<file path="src/hw/corr_types_pkg.sv">
package corr_types_pkg;

   // ------------------------------
   // Default sizes
   // ------------------------------
   localparam int IBITS_DEF  = 8;                   // Antennas
   localparam int ACCUM_DEF  = 16;                  // Bits per component
   localparam int TRATE_DEF  = 4;                   // Slots per sample
   localparam int NLANES_DEF = 4;                   // Parallel lanes

   localparam int ANT_W  = $clog2(IBITS_DEF);       // Antenna index bits
   localparam int SLOT_W = $clog2(TRATE_DEF);       // Slot index bits
   localparam int LANE_W = $clog2(NLANES_DEF);      // Lane index bits

   // ------------------------------
   // Types
   // ------------------------------
   typedef logic [IBITS_DEF-1:0]        sample_t;   // One sign bit per antenna
   typedef logic [ANT_W-1:0]            ant_idx_t;
   typedef logic [SLOT_W-1:0]           slot_t;
   typedef logic signed [ACCUM_DEF-1:0] acc_t;      // Wraps on overflow
   typedef logic signed [2:0]           prod_t;     // Only -2, 0 or +2

   typedef enum logic [1:0] {
      ST_IDLE,                                      // Waiting for a sample
      ST_RUN,                                       // Stepping through slots
      ST_DRAIN                                      // Pipeline empty, bank swap
   } ctrl_state_t;

endpackage

</file>
<file path="src/hw/corr_bus_pkg.sv">
package corr_bus_pkg;

   // ------------------------------
   // Word address layout, LSB first
   // ------------------------------
   localparam int ADR_COMP_OFS = 0;                 // 0 real, 1 imaginary
   localparam int ADR_COMP_W   = 1;
   localparam int ADR_SLOT_OFS = ADR_COMP_OFS + ADR_COMP_W;
   localparam int ADR_SLOT_W   = corr_types_pkg::SLOT_W;
   localparam int ADR_LANE_OFS = ADR_SLOT_OFS + ADR_SLOT_W;
   localparam int ADR_LANE_W   = corr_types_pkg::LANE_W;
   localparam int ADR_W        = ADR_LANE_OFS + ADR_LANE_W;

   // ------------------------------
   // Bus types
   // ------------------------------
   typedef logic [ADR_W-1:0]                     wb_adr_t;
   typedef logic [corr_types_pkg::ACCUM_DEF-1:0] wb_data_t;  // One component

endpackage

</file>
<file path="src/hw/corr_control.sv">
`timescale 1ns/1ps

module corr_control
   import corr_types_pkg::*;
#(
   parameter int IBITS  = IBITS_DEF,
   parameter int TRATE  = TRATE_DEF,
   parameter int NLANES = NLANES_DEF,
   parameter logic [NLANES*TRATE*2*ANT_W-1:0] PAIRS = '0    // {a, b} per lane and slot
) (
   input  logic              clk_x,
   input  logic              reset_i,
   input  logic              en_i,       // Sample offered
   input  sample_t           re_i,
   input  sample_t           im_i,
   input  logic              sw_i,       // Bank switch request
   output logic              ready_o,
   output logic              lane_en_o,  // Slot valid for the lanes
   output slot_t             slot_o,
   output logic              bank_o,     // Active bank
   output logic              swap_o,     // Bank change pulse
   output logic [NLANES-1:0] ra_o,
   output logic [NLANES-1:0] ia_o,
   output logic [NLANES-1:0] rb_o,
   output logic [NLANES-1:0] ib_o
);

   ctrl_state_t      state_q, state_d;
   slot_t            slot_q;
   logic [IBITS-1:0] re_q, im_q;         // Latched sample
   logic             sw_pend_q;
   logic             accept;
   logic             last_slot;

   assign ready_o   = (state_q == ST_IDLE) && !sw_pend_q;  // Held off by a pending switch
   assign accept    = en_i && ready_o;
   assign last_slot = (slot_q == slot_t'(TRATE - 1));
   assign lane_en_o = (state_q == ST_RUN);
   assign slot_o    = slot_q;
   assign swap_o    = (state_q == ST_DRAIN);

   // ------------------------------
   // Control FSM
   // ------------------------------
   always_comb begin
      state_d = state_q;
      case (state_q)
         ST_IDLE: begin
            if (accept)
               state_d = ST_RUN;
            else if (sw_pend_q || sw_i)
               state_d = ST_DRAIN;                // Swap with nothing in flight
         end
         ST_RUN: begin
            if (last_slot)
               state_d = (sw_pend_q || sw_i) ? ST_DRAIN : ST_IDLE;
         end
         ST_DRAIN: state_d = ST_IDLE;             // Single cycle
         default:  state_d = ST_IDLE;
      endcase
   end

   always_ff @(posedge clk_x) begin
      if (reset_i) begin
         state_q   <= ST_IDLE;
         slot_q    <= '0;
         sw_pend_q <= 1'b0;
         bank_o    <= 1'b0;
      end else begin
         state_q <= state_d;
         if (state_q == ST_RUN)
            slot_q <= last_slot ? '0 : slot_q + 1'b1;  // TRATE slots per sample
         sw_pend_q <= (sw_i || sw_pend_q) && (state_q != ST_DRAIN);  // Merged into a swap
         if (state_q == ST_DRAIN)
            bank_o <= !bank_o;                     // Last write of old bank lands here too
      end
   end

   // Sample register
   always_ff @(posedge clk_x) begin
      if (accept) begin
         re_q <= re_i;
         im_q <= im_i;
      end
   end

   // ------------------------------
   // Pair lookup per lane
   // ------------------------------
   for (genvar l = 0; l < NLANES; l++) begin : g_sel
      logic [2*ANT_W-1:0] pair;
      ant_idx_t           ant_a, ant_b;

      assign pair  = PAIRS[(l*TRATE + int'(slot_q))*2*ANT_W +: 2*ANT_W];
      assign ant_a = pair[2*ANT_W-1:ANT_W];       // Upper half
      assign ant_b = pair[ANT_W-1:0];             // Conjugated one
      assign ra_o[l] = re_q[ant_a];
      assign ia_o[l] = im_q[ant_a];
      assign rb_o[l] = re_q[ant_b];
      assign ib_o[l] = im_q[ant_b];
   end

endmodule

</file>
<file path="src/hw/corr_lane.sv">
`timescale 1ns/1ps

module corr_lane
   import corr_types_pkg::*;
#(
   parameter int ACCUM = ACCUM_DEF,
   parameter int TRATE = TRATE_DEF
) (
   input  logic  clk_x,
   input  logic  reset_i,
   input  logic  en_i,        // Slot valid
   input  slot_t slot_i,
   input  logic  bank_i,      // Active bank
   input  logic  swap_i,      // Clear flags of new bank
   input  logic  ra_i,
   input  logic  ia_i,
   input  logic  rb_i,
   input  logic  ib_i,
   input  logic  rd_bank_i,   // Read-back port
   input  slot_t rd_slot_i,
   input  logic  rd_comp_i,
   output acc_t  rd_dat_o,
   output logic  rd_valid_o
);

   logic signed [ACCUM-1:0] mem_re [2][TRATE];   // Two banks of visibilities
   logic signed [ACCUM-1:0] mem_im [2][TRATE];
   logic [TRATE-1:0]        valid_q [2];         // Entry touched since swap

   prod_t                   p_re, p_im;
   logic                    s_rr, s_ii, s_ir, s_ri;
   logic signed [ACCUM-1:0] base_re, base_im;

   logic                    wr_en_q;
   logic                    wr_bank_q;
   slot_t                   wr_slot_q;
   logic signed [ACCUM-1:0] sum_re_q, sum_im_q;

   // ------------------------------
   // One-bit complex product a * conj(b)
   // ------------------------------
   assign s_rr = ra_i ^ rb_i;                    // Sign of ra*rb
   assign s_ii = ia_i ^ ib_i;                    // Sign of ia*ib
   assign s_ir = ia_i ^ rb_i;                    // Sign of ia*rb
   assign s_ri = ra_i ^ ib_i;                    // Sign of ra*ib

   // Re = ra*rb + ia*ib
   assign p_re = (s_rr != s_ii) ? prod_t'(0) :
                 (s_rr ? prod_t'(-2) : prod_t'(2));
   // Im = ia*rb - ra*ib
   assign p_im = (s_ir == s_ri) ? prod_t'(0) :
                 (s_ir ? prod_t'(-2) : prod_t'(2));

   // First access after a swap starts from zero
   assign base_re = valid_q[bank_i][slot_i] ? mem_re[bank_i][slot_i] : '0;
   assign base_im = valid_q[bank_i][slot_i] ? mem_im[bank_i][slot_i] : '0;

   // ------------------------------
   // Read stage
   // ------------------------------
   always_ff @(posedge clk_x) begin
      if (reset_i)
         wr_en_q <= 1'b0;
      else
         wr_en_q <= en_i;
   end

   always_ff @(posedge clk_x) begin
      wr_bank_q <= bank_i;                        // Bank travels with the sum
      wr_slot_q <= slot_i;
      sum_re_q  <= base_re + p_re;                // Sign extended, wraps
      sum_im_q  <= base_im + p_im;
   end

   // ------------------------------
   // Write stage
   // ------------------------------
   always_ff @(posedge clk_x) begin
      if (wr_en_q) begin
         mem_re[wr_bank_q][wr_slot_q] <= sum_re_q;
         mem_im[wr_bank_q][wr_slot_q] <= sum_im_q;
      end
   end

   always_ff @(posedge clk_x) begin
      if (reset_i) begin
         valid_q[0] <= '0;
         valid_q[1] <= '0;
      end else begin
         if (swap_i)
            valid_q[!bank_i] <= '0;               // Bank about to go active
         if (wr_en_q)
            valid_q[wr_bank_q][wr_slot_q] <= 1'b1;
      end
   end

   // Second read port for the host
   assign rd_valid_o = valid_q[rd_bank_i][rd_slot_i];
   assign rd_dat_o   = rd_comp_i ? mem_im[rd_bank_i][rd_slot_i] :
                                   mem_re[rd_bank_i][rd_slot_i];

endmodule

</file>
<file path="src/hw/corr_readback.sv">
`timescale 1ns/1ps

module corr_readback
   import corr_types_pkg::*;
   import corr_bus_pkg::*;
#(
   parameter int NLANES = NLANES_DEF
) (
   input  logic                clk_x,
   input  logic                reset_i,
   input  logic                wb_cyc_i,
   input  logic                wb_stb_i,
   input  logic                wb_we_i,
   input  wb_adr_t             wb_adr_i,
   output wb_data_t            wb_dat_o,
   output logic                wb_ack_o,
   input  logic                bank_i,      // Active bank
   output logic                rd_bank_o,   // Inactive bank
   output slot_t               rd_slot_o,
   output logic                rd_comp_o,
   input  acc_t [NLANES-1:0]   rd_dat_i,
   input  logic [NLANES-1:0]   rd_valid_i
);

   logic                  req;
   logic                  start;             // New request seen
   logic [ADR_LANE_W-1:0] sel_lane;
   acc_t                  sel_dat;
   logic                  sel_valid;

   assign req   = wb_cyc_i && wb_stb_i;
   assign start = req && !wb_ack_o;           // No second ack straight after one

   // ------------------------------
   // Address decode
   // ------------------------------
   assign rd_comp_o = wb_adr_i[ADR_COMP_OFS];
   assign rd_slot_o = wb_adr_i[ADR_SLOT_OFS +: ADR_SLOT_W];
   assign sel_lane  = wb_adr_i[ADR_LANE_OFS +: ADR_LANE_W];
   assign rd_bank_o = !bank_i;                // Never the bank being updated

   // Lane mux, unused lane numbers read as empty
   assign sel_valid = (int'(sel_lane) < NLANES) && rd_valid_i[sel_lane];
   assign sel_dat   = rd_dat_i[sel_lane];

   // ------------------------------
   // Ack and data
   // ------------------------------
   always_ff @(posedge clk_x) begin
      if (reset_i)
         wb_ack_o <= 1'b0;
      else
         wb_ack_o <= start;                    // One cycle latency
   end

   always_ff @(posedge clk_x) begin
      if (start)
         wb_dat_o <= (wb_we_i || !sel_valid) ? '0 : wb_data_t'(sel_dat);  // Writes ignored
   end

endmodule

</file>
<file path="src/hw/correlator_block.sv">
`timescale 1ns/1ps

module correlator_block
   import corr_types_pkg::*;
   import corr_bus_pkg::*;
#(
   parameter int IBITS  = IBITS_DEF,
   parameter int ACCUM  = ACCUM_DEF,
   parameter int TRATE  = TRATE_DEF,
   parameter int NLANES = NLANES_DEF,
   // Entry (lane*TRATE + slot) holds {a, b}, entry 0 in the low bits
   parameter logic [NLANES*TRATE*2*ANT_W-1:0] PAIRS = {
      3'd2, 3'd5,  3'd2, 3'd4,  3'd2, 3'd3,  3'd1, 3'd7,   // Lane 3
      3'd1, 3'd6,  3'd1, 3'd5,  3'd1, 3'd4,  3'd1, 3'd3,   // Lane 2
      3'd1, 3'd2,  3'd0, 3'd7,  3'd0, 3'd6,  3'd0, 3'd5,   // Lane 1
      3'd0, 3'd4,  3'd0, 3'd3,  3'd0, 3'd2,  3'd0, 3'd1    // Lane 0
   }
) (
   input  logic     clk_x,
   input  logic     reset_i,
   input  logic     en_i,
   input  sample_t  re_i,
   input  sample_t  im_i,
   input  logic     sw_i,
   output logic     ready_o,
   output logic     bank_o,
   input  logic     wb_cyc_i,
   input  logic     wb_stb_i,
   input  logic     wb_we_i,
   input  wb_adr_t  wb_adr_i,
   output wb_data_t wb_dat_o,
   output logic     wb_ack_o
);

   logic              lane_en;
   slot_t             slot;
   logic              swap;
   logic [NLANES-1:0] ra, ia, rb, ib;         // Selected sign bits per lane
   logic              rd_bank;
   slot_t             rd_slot;
   logic              rd_comp;
   acc_t [NLANES-1:0] rd_dat;
   logic [NLANES-1:0] rd_valid;

   // ------------------------------
   // Controller
   // ------------------------------
   corr_control #(
      .IBITS (IBITS),
      .TRATE (TRATE),
      .NLANES(NLANES),
      .PAIRS (PAIRS)
   ) u_control (
      .clk_x    (clk_x),
      .reset_i  (reset_i),
      .en_i     (en_i),
      .re_i     (re_i),
      .im_i     (im_i),
      .sw_i     (sw_i),
      .ready_o  (ready_o),
      .lane_en_o(lane_en),
      .slot_o   (slot),
      .bank_o   (bank_o),
      .swap_o   (swap),
      .ra_o     (ra),
      .ia_o     (ia),
      .rb_o     (rb),
      .ib_o     (ib)
   );

   // ------------------------------
   // Correlator lanes
   // ------------------------------
   for (genvar l = 0; l < NLANES; l++) begin : g_lane
      corr_lane #(
         .ACCUM(ACCUM),
         .TRATE(TRATE)
      ) u_lane (
         .clk_x     (clk_x),
         .reset_i   (reset_i),
         .en_i      (lane_en),
         .slot_i    (slot),
         .bank_i    (bank_o),
         .swap_i    (swap),
         .ra_i      (ra[l]),
         .ia_i      (ia[l]),
         .rb_i      (rb[l]),
         .ib_i      (ib[l]),
         .rd_bank_i (rd_bank),
         .rd_slot_i (rd_slot),
         .rd_comp_i (rd_comp),
         .rd_dat_o  (rd_dat[l]),
         .rd_valid_o(rd_valid[l])
      );
   end

   // ------------------------------
   // Host read-back
   // ------------------------------
   corr_readback #(
      .NLANES(NLANES)
   ) u_readback (
      .clk_x     (clk_x),
      .reset_i   (reset_i),
      .wb_cyc_i  (wb_cyc_i),
      .wb_stb_i  (wb_stb_i),
      .wb_we_i   (wb_we_i),
      .wb_adr_i  (wb_adr_i),
      .wb_dat_o  (wb_dat_o),
      .wb_ack_o  (wb_ack_o),
      .bank_i    (bank_o),
      .rd_bank_o (rd_bank),
      .rd_slot_o (rd_slot),
      .rd_comp_o (rd_comp),
      .rd_dat_i  (rd_dat),
      .rd_valid_i(rd_valid)
   );

endmodule

</file>
<file path="config.mk">
export PLATFORM = sky130hd
export DESIGN_NAME = correlator_block
export DESIGN_NICKNAME = d
export VERILOG_FILES = /design/src/hw/corr_types_pkg.sv /design/src/hw/corr_bus_pkg.sv /design/src/hw/corr_control.sv /design/src/hw/corr_lane.sv /design/src/hw/corr_readback.sv /design/src/hw/correlator_block.sv
export SDC_FILE = /design/constraint.sdc
export NUM_CORES = 2
export LEC_CHECK = 0
export BUFFER_PORTS_ARGS = -buffer_cell sky130_fd_sc_hd__buf_4
export CAP_MARGIN = 40
export CORE_AREA = 2 2 344 346
export DETAILED_ROUTE_END_ITERATION = 10
export DIE_AREA = 0 0 346 348
export PLACE_DENSITY_LB_ADDON = 0.3
export SYNTH_ARGS = -nofsm -noshare
export SYNTH_HDL_FRONTEND = slang
export SYNTH_SLANG_ARGS = --single-unit
</file>
<file path="constraint.sdc">
create_clock -name clk_x -period 9.8 [get_ports clk_x]
set_clock_uncertainty 0.05 [all_clocks]
set_input_delay 0.49 -clock clk_x [delete_from_list [all_inputs] [get_ports clk_x]]
set_output_delay 0.49 -clock clk_x [all_outputs]
set_load 0.005 [all_outputs]
</file>
### Word-level counts from Yosys, hierarchy flattened

Memories as Yosys holds them, arrays and structs flattened. A register that Yosys moved wholly into a read port is not among the register bits.
Cells that the tools add are included.

* register bits: 171
* memory bits (writable): 1056
* bits of input ports: 28
* output and inout port bits: 19
* word-level logic and storage cells: 319
* memories: 12

* add/sub/neg operators: 12
* multipliers: 4
* order comparisons: 17
* eq/ne operators: 14
* shifts and indexed selects: 4
* multiplexer cells: 195
* bitwise operators: 19
* reductions and logical operators: 23

Memories
* g_lane[0].u_lane.mem_im: words 2, width 64, read ports 2, clocked after Yosys merged registers in 1, write ports 1, line corr_lane.sv:27 `logic signed [ACCUM-1:0] mem_im [2][TRATE];`
* g_lane[0].u_lane.mem_re: words 2, width 64, read ports 2, clocked after Yosys merged registers in 1, write ports 1, line corr_lane.sv:26 `logic signed [ACCUM-1:0] mem_re [2][TRATE];`
* g_lane[1].u_lane.mem_im: words 2, width 64, read ports 2, clocked after Yosys merged registers in 1, write ports 1, line corr_lane.sv:27
* g_lane[1].u_lane.mem_re: words 2, width 64, read ports 2, clocked after Yosys merged registers in 1, write ports 1, line corr_lane.sv:26
* g_lane[2].u_lane.mem_im: words 2, width 64, read ports 2, clocked after Yosys merged registers in 1, write ports 1, line corr_lane.sv:27
* g_lane[2].u_lane.mem_re: words 2, width 64, read ports 2, clocked after Yosys merged registers in 1, write ports 1, line corr_lane.sv:26
* 6 more memories

Operators with widths (number)
* $mux W16: 46
* $bmux W16 S2: 17
* $shiftx A96 B32 Y6 const A: 4
* $add A16 B3 Y16: 8
* $mul A31 B3 Y31 const B: 3
* $mux W1: 69
* $mux W64: 1
* $mux W4: 13
* $bmux W1 S3: 16
* $mux W3: 16
* $demux W16 S2: 1
* $lt A3 B4 Y1 const B: 8
* $reduce_or A4 Y1: 8
* $bmux W1 S2: 9
* $xor A1 B1 Y1: 16
* $lt A2 B3 Y1 const B: 4
* $add A4 B2 Y5 const A: 2
* $mux W2: 5
* $ge A3 B3 Y1 const B: 3
* $not A2 Y3: 3
* $logic_and A1 B1 Y1: 7
* $add A3 B2 Y4 const A: 1
* $eq A1 B1 Y1: 4
* $eq A2 B2 Y1 const B: 2
* other kinds (14): 22

### Logic depth before layout (Yosys ltp)

* depth in word-level cells: 9
* mapped depth: 23
* mapped depth without buffers: 17

### Cells and area by module

From an unflattened synthesis, not the netlist that was laid out.

* cell total of the unflattened synthesis: 3232
* area total of the unflattened synthesis: 59105.4 µm²

By module, submodules not included
* corr_lane at g_lane[1].u_lane ...: times used 2, cells each 771, area an instance 14167.3 µm², sequential area each 8568.2 µm²
* corr_lane at g_lane[0].u_lane: times used 1, cells each 775, area an instance 14214.9 µm², sequential area each 8568.2 µm²
* corr_lane at g_lane[3].u_lane: times used 1, cells each 768, area an instance 14179.8 µm², sequential area each 8568.2 µm²
* corr_control: times used 1, cells each 81, area an instance 1280.0 µm², sequential area each 600.6 µm²
* corr_readback: times used 1, cells each 66, area an instance 1096.1 µm², sequential area each 500.5 µm²

### Least setup slack after synthesis

No wires, ideal clock.

* path type: register to register
* from: reg, netlist name g_lane[3].u_lane.wr_slot_q[0]
* to: mem g_lane[0].u_lane.mem_im[1][48] in the netlist's numbering (enable)
* setup time: 0.772 ns
* arrival: 9.225 ns
* required time: 8.978 ns
* slack: -0.247 ns
* cell stages (with the launch flop): 3
* path buffers: 1
* period minus slack after synthesis: 10.047 ns
* cells stage by stage: dfxtp_1 clkbuf_1 nor3_1

RTL lines (line)
* to (decl): corr_lane.sv:27

### Final worst setup path

* from: reg u_control.slot_q[1], in the netlist u_control.slot_o[1]
* to: reg g_lane[0].u_lane.sum_re_q[13]

* longest elaborated chain between the ends: 8
* elaborated cells on any way between the ends: 23
* classes of those cells: 1 x add/sub; 1 x mul; 1 x eq/ne; 1 x shift; 16 x mux; 3 x bitwise

RTL lines
* from (decl): line corr_control.sv:29 `slot_t slot_q;`
* from (signal assigned): line corr_control.sv:72 `slot_q <= last_slot ? '0 : slot_q + 1'b1;`
* $mul A2 B2 Y4: line corr_control.sv:94 `assign pair = PAIRS[(l*TRATE + int'(slot_q))*2*ANT_W +: 2*ANT_W];`
* $shiftx A96 B32 Y6: line corr_control.sv:94
* $bmux W1 S3, on equally long branches
* $mux W1, on equally long branches
* $xor A1 B1 Y1, on equally long branches: line corr_lane.sv:42, corr_lane.sv:43
* $ne A1 B1 Y1 / $mux W3 (equally long branches): line corr_lane.sv:48, corr_lane.sv:49
* $mux W3: line corr_lane.sv:48 `assign p_re = (s_rr != s_ii) ? prod_t'(0) :`
* $add A16 B3 Y16 *: line corr_lane.sv:71 `sum_re_q <= base_re + p_re;`
* to (signal assigned): line corr_lane.sv:71
* to (decl): line corr_lane.sv:37 `logic signed [ACCUM-1:0] sum_re_q, sum_im_q;`

Every way passes the cells marked *; elsewhere a longest branch is shown, timed or not. The select of a mux whose other input is x is not followed.
A chain may end at the register's enable or synchronous reset.

==> impl_results.md <==
- Top-Level Pins: 47
- Met3 WL: 14100 um
- Post-CTS resize count: 0
- Post-DR wirelength/cell: 29.1 um
- Least-Margin Pin Slew: 1240 ps
- Post-synth top area cell: edfxtp_1
- Sink Count: 1228
- 1st-iter DRT viols: 3464
- Drt drc: 0
- RSZ-0062 raised after global routing: no
- Post-CTS setup buffer count: 0
- Tcrit/Tclk final: 62.9%
- Sw Pwr: 3.63 mW
- Net Sw Frac: 26.2%
- Metal2 WL: 72000 um
- Vias: 34400
- Initial antenna violation count: 3
- Largest net degree at the start of global routing: 115
- Final Wtd Congestion: 0.835
- First drt pass iteration count: 6
- Setup CP Type: flop to flop
- Final WL: 151000 um
- Status: finished clean
- Root Driver: clkbuf_16
- Required @ worst endpoint: 10360 ps
- Final layout net count: 3712
- Max Clock Freq: 162 MHz
- Top-count cell post-synth: edfxtp_1
- TritonCTS clock tree: yes
- Worst-path clk slew: 60 ps
- Layout cell share with drive strength beyond 1: 24.2%
- Crit. End Element: flop
- Leakage: 21.6 nW
- I/O Buffers: 46
- Pwr Total: 13.9 mW
- Cell variety after synth: 67
- Final Setup Violations: 0
- Worst-path fanout max: 49
- Post-DRT Antenna Nets: 0
- Ys async rst share: 0%
- Number of global-route vias before repair: 34521
- Share of the synthesized area in the top cell type: 54.6%
- Post-Synthesis Cells: 3489
- Tot GR Track Use: 25.3%
- Finished Cell Area: 64900 um2
- Drt via density: 6.62
- Hold Slack: 78.8 ps
- Die Ht: 348 um
- CTS HTree Levels: 4
- Inserted Clock Buffers: 131
- Total number of yosys warnings: 0
- Hpwl dp: 88500 um
- Placement Cell Area: 60400 um2
- Worst-skew pair later-pin latency: 740 ps
- Crit path time final: 6170 ps
- Worst min path class: primary input to flop
- N_diodes: 0
- Clock Tree Buf Depth: 3
- Initial core utilization: 49.7%
- Met1 Routed Length: 60300 um
- Combinational share of power: 14.5%
- Hold-fix buffers at CTS: 19
- Top cells by count, synth: edfxtp_1 (1056), mux4_2 (548), nand2_1 (327), a21oi_1 (246), dfxtp_1 (172)
- First-pass GRT wire length: 226000 um
- Top cells by area, synth: edfxtp_1 (55%), mux4_2 (21%), dfxtp_1 (5.9%)
- Relative slew slack: 17.5%
- Fillers: 8936
- Gr ovfl total: 0
- Multi-input gate area: 21900 um2
- Reg power frac: 50.3%
- Post-synth EDFFs: 1056
- Die area: 120000 um2
- Int Pwr: 10.2 mW
- CP Data Arrival Time: 6720 ps
- Worst setup SP type: flop
- Mapped Area: 58100 um2
- Final Hold Viols: 0
- Mapped Avg Cell Area: 16.6 um2
- Register bit total from synthesis: 1228
- Max cap viols: 0
- PD cells: 214 nW/um2
- Row count: 126
- Reg area: 35200 um2
- VDD IR max: 0.187 mV
- Syn nets: 3653
- Die width: 346 um
- Register area share after synthesis: 60.5%
- Std-Cell Core Area: 117000 um2
- Clock Power Share: 35.2%
- Main flop type after synthesis: edfxtp_1
- Synth-to-layout area growth: 11.7%
- Top Layer Used: met5
- Fin. max-slew vios: 0
[layout make-up]
cell class / instances / share of cell area (%)
clock buffers: 195 / 5.76
repair buffers: 139 / 2.16
clock inverters: 48 / 0.818
well taps: 1536 / 2.96
multi-input cells: 1999 / 33.8
inverters: 49 / 0.291
flip-flops and latches: 1228 / 54.2
[registers in the layout (all words and copies together) (netlist names), 8 cells and up, named ones only]
register and count:
g_lane.u_lane.mem_im 512, g_lane.u_lane.mem_re 512, g_lane.u_lane.sum_im_q 64, g_lane.u_lane.sum_re_q 64, g_lane.u_lane.valid_q 32, u_control.im_q 8, u_control.re_q 8, u_readback.wb_dat_o 16
[routing by layer]
metal | track usage, % | vias to the layer above
met3 | 4.57 | 295
met2 | 40.4 | 1752
met4 | 8.70 | 4
met5 | 0 | -
li1 | - | 14433
met1 | 35.4 | 17916
[logic make-up after synthesis]
kind of cell	after synthesis	synth area share, %
DFF	1228	60.5
AOI/OAI and AO/OA	642	7.11
muxes	578	21.9
and+or+nand+nor	543	4.00
buffers and inverters	262	1.98
adders and majority gates	136	3.03
xor gates and xnor gates	100	1.51
[cell usage in the layout (no fill, tap or decap), types with 75 or more instances in the layout]
cell,netlist,layout
edfxtp_1,1056,1056
mux4_2,548,548
nand2_1,327,327
a21oi_1,246,246
dfxtp_1,172,168
clkbuf_16,0,136
a22oi_1,131,131
ha_1,128,128
buf_4,9,98
nor2_1,91,83
xnor2_1,75,75
[final timing paths]
kind / start / endpoint / slack [ps] / cells after the start
max: u_control.slot_o[1] / g_lane[0].u_lane.sum_re_q[13] / 3630 / 15
max reg2reg: u_control.slot_o[1] / g_lane[0].u_lane.sum_re_q[13] / 3630 / 15
min: reset_i / flop / 80 / 2
min reg2reg: u_control.state_q[1] / u_control.state_q[1] / 420 / 1
[power groups by stage]
stage          registers (mW)  logic (mW)  clock network [mW]
3_5_place_dp             7.09        1.98                   0
5_1_grt                  7.06        2.17                5.17
4_1_cts                  6.98        2.00                4.97
2_1_floorplan            6.86        1.49                   0
6_report                 6.99        2.01                4.89
3_3_place_gp             7.09        1.94                   0
[per-stage QoR]
step,instances,util (%),TNS [ps],setup slack (ps)
detailed placement,4930,51.6,0,3690
global route,5194,55.4,0,3150
CTS,5192,55.4,0,3660
finish,5194,55.4,0,3630
global placement,4919,51.4,0,3940
floorplan,3489,-,-63190,-247
[worst max-delay path, stage by stage (launching register included)]
cell       delay [ps]
dfxtp_4           820
inv_6             390
ha_1              440
nor2_2            440
mux2i_1           180
mux4_2            540
xnor2_1           160
ha_1              590
inv_1             180
fa_1              440
nor2b_1           170
o31a_1            190
o21ai_0           140
a2111oi_0         740
o21ai_0           150
o311ai_0          330
(Power assumes the default switching activity.)
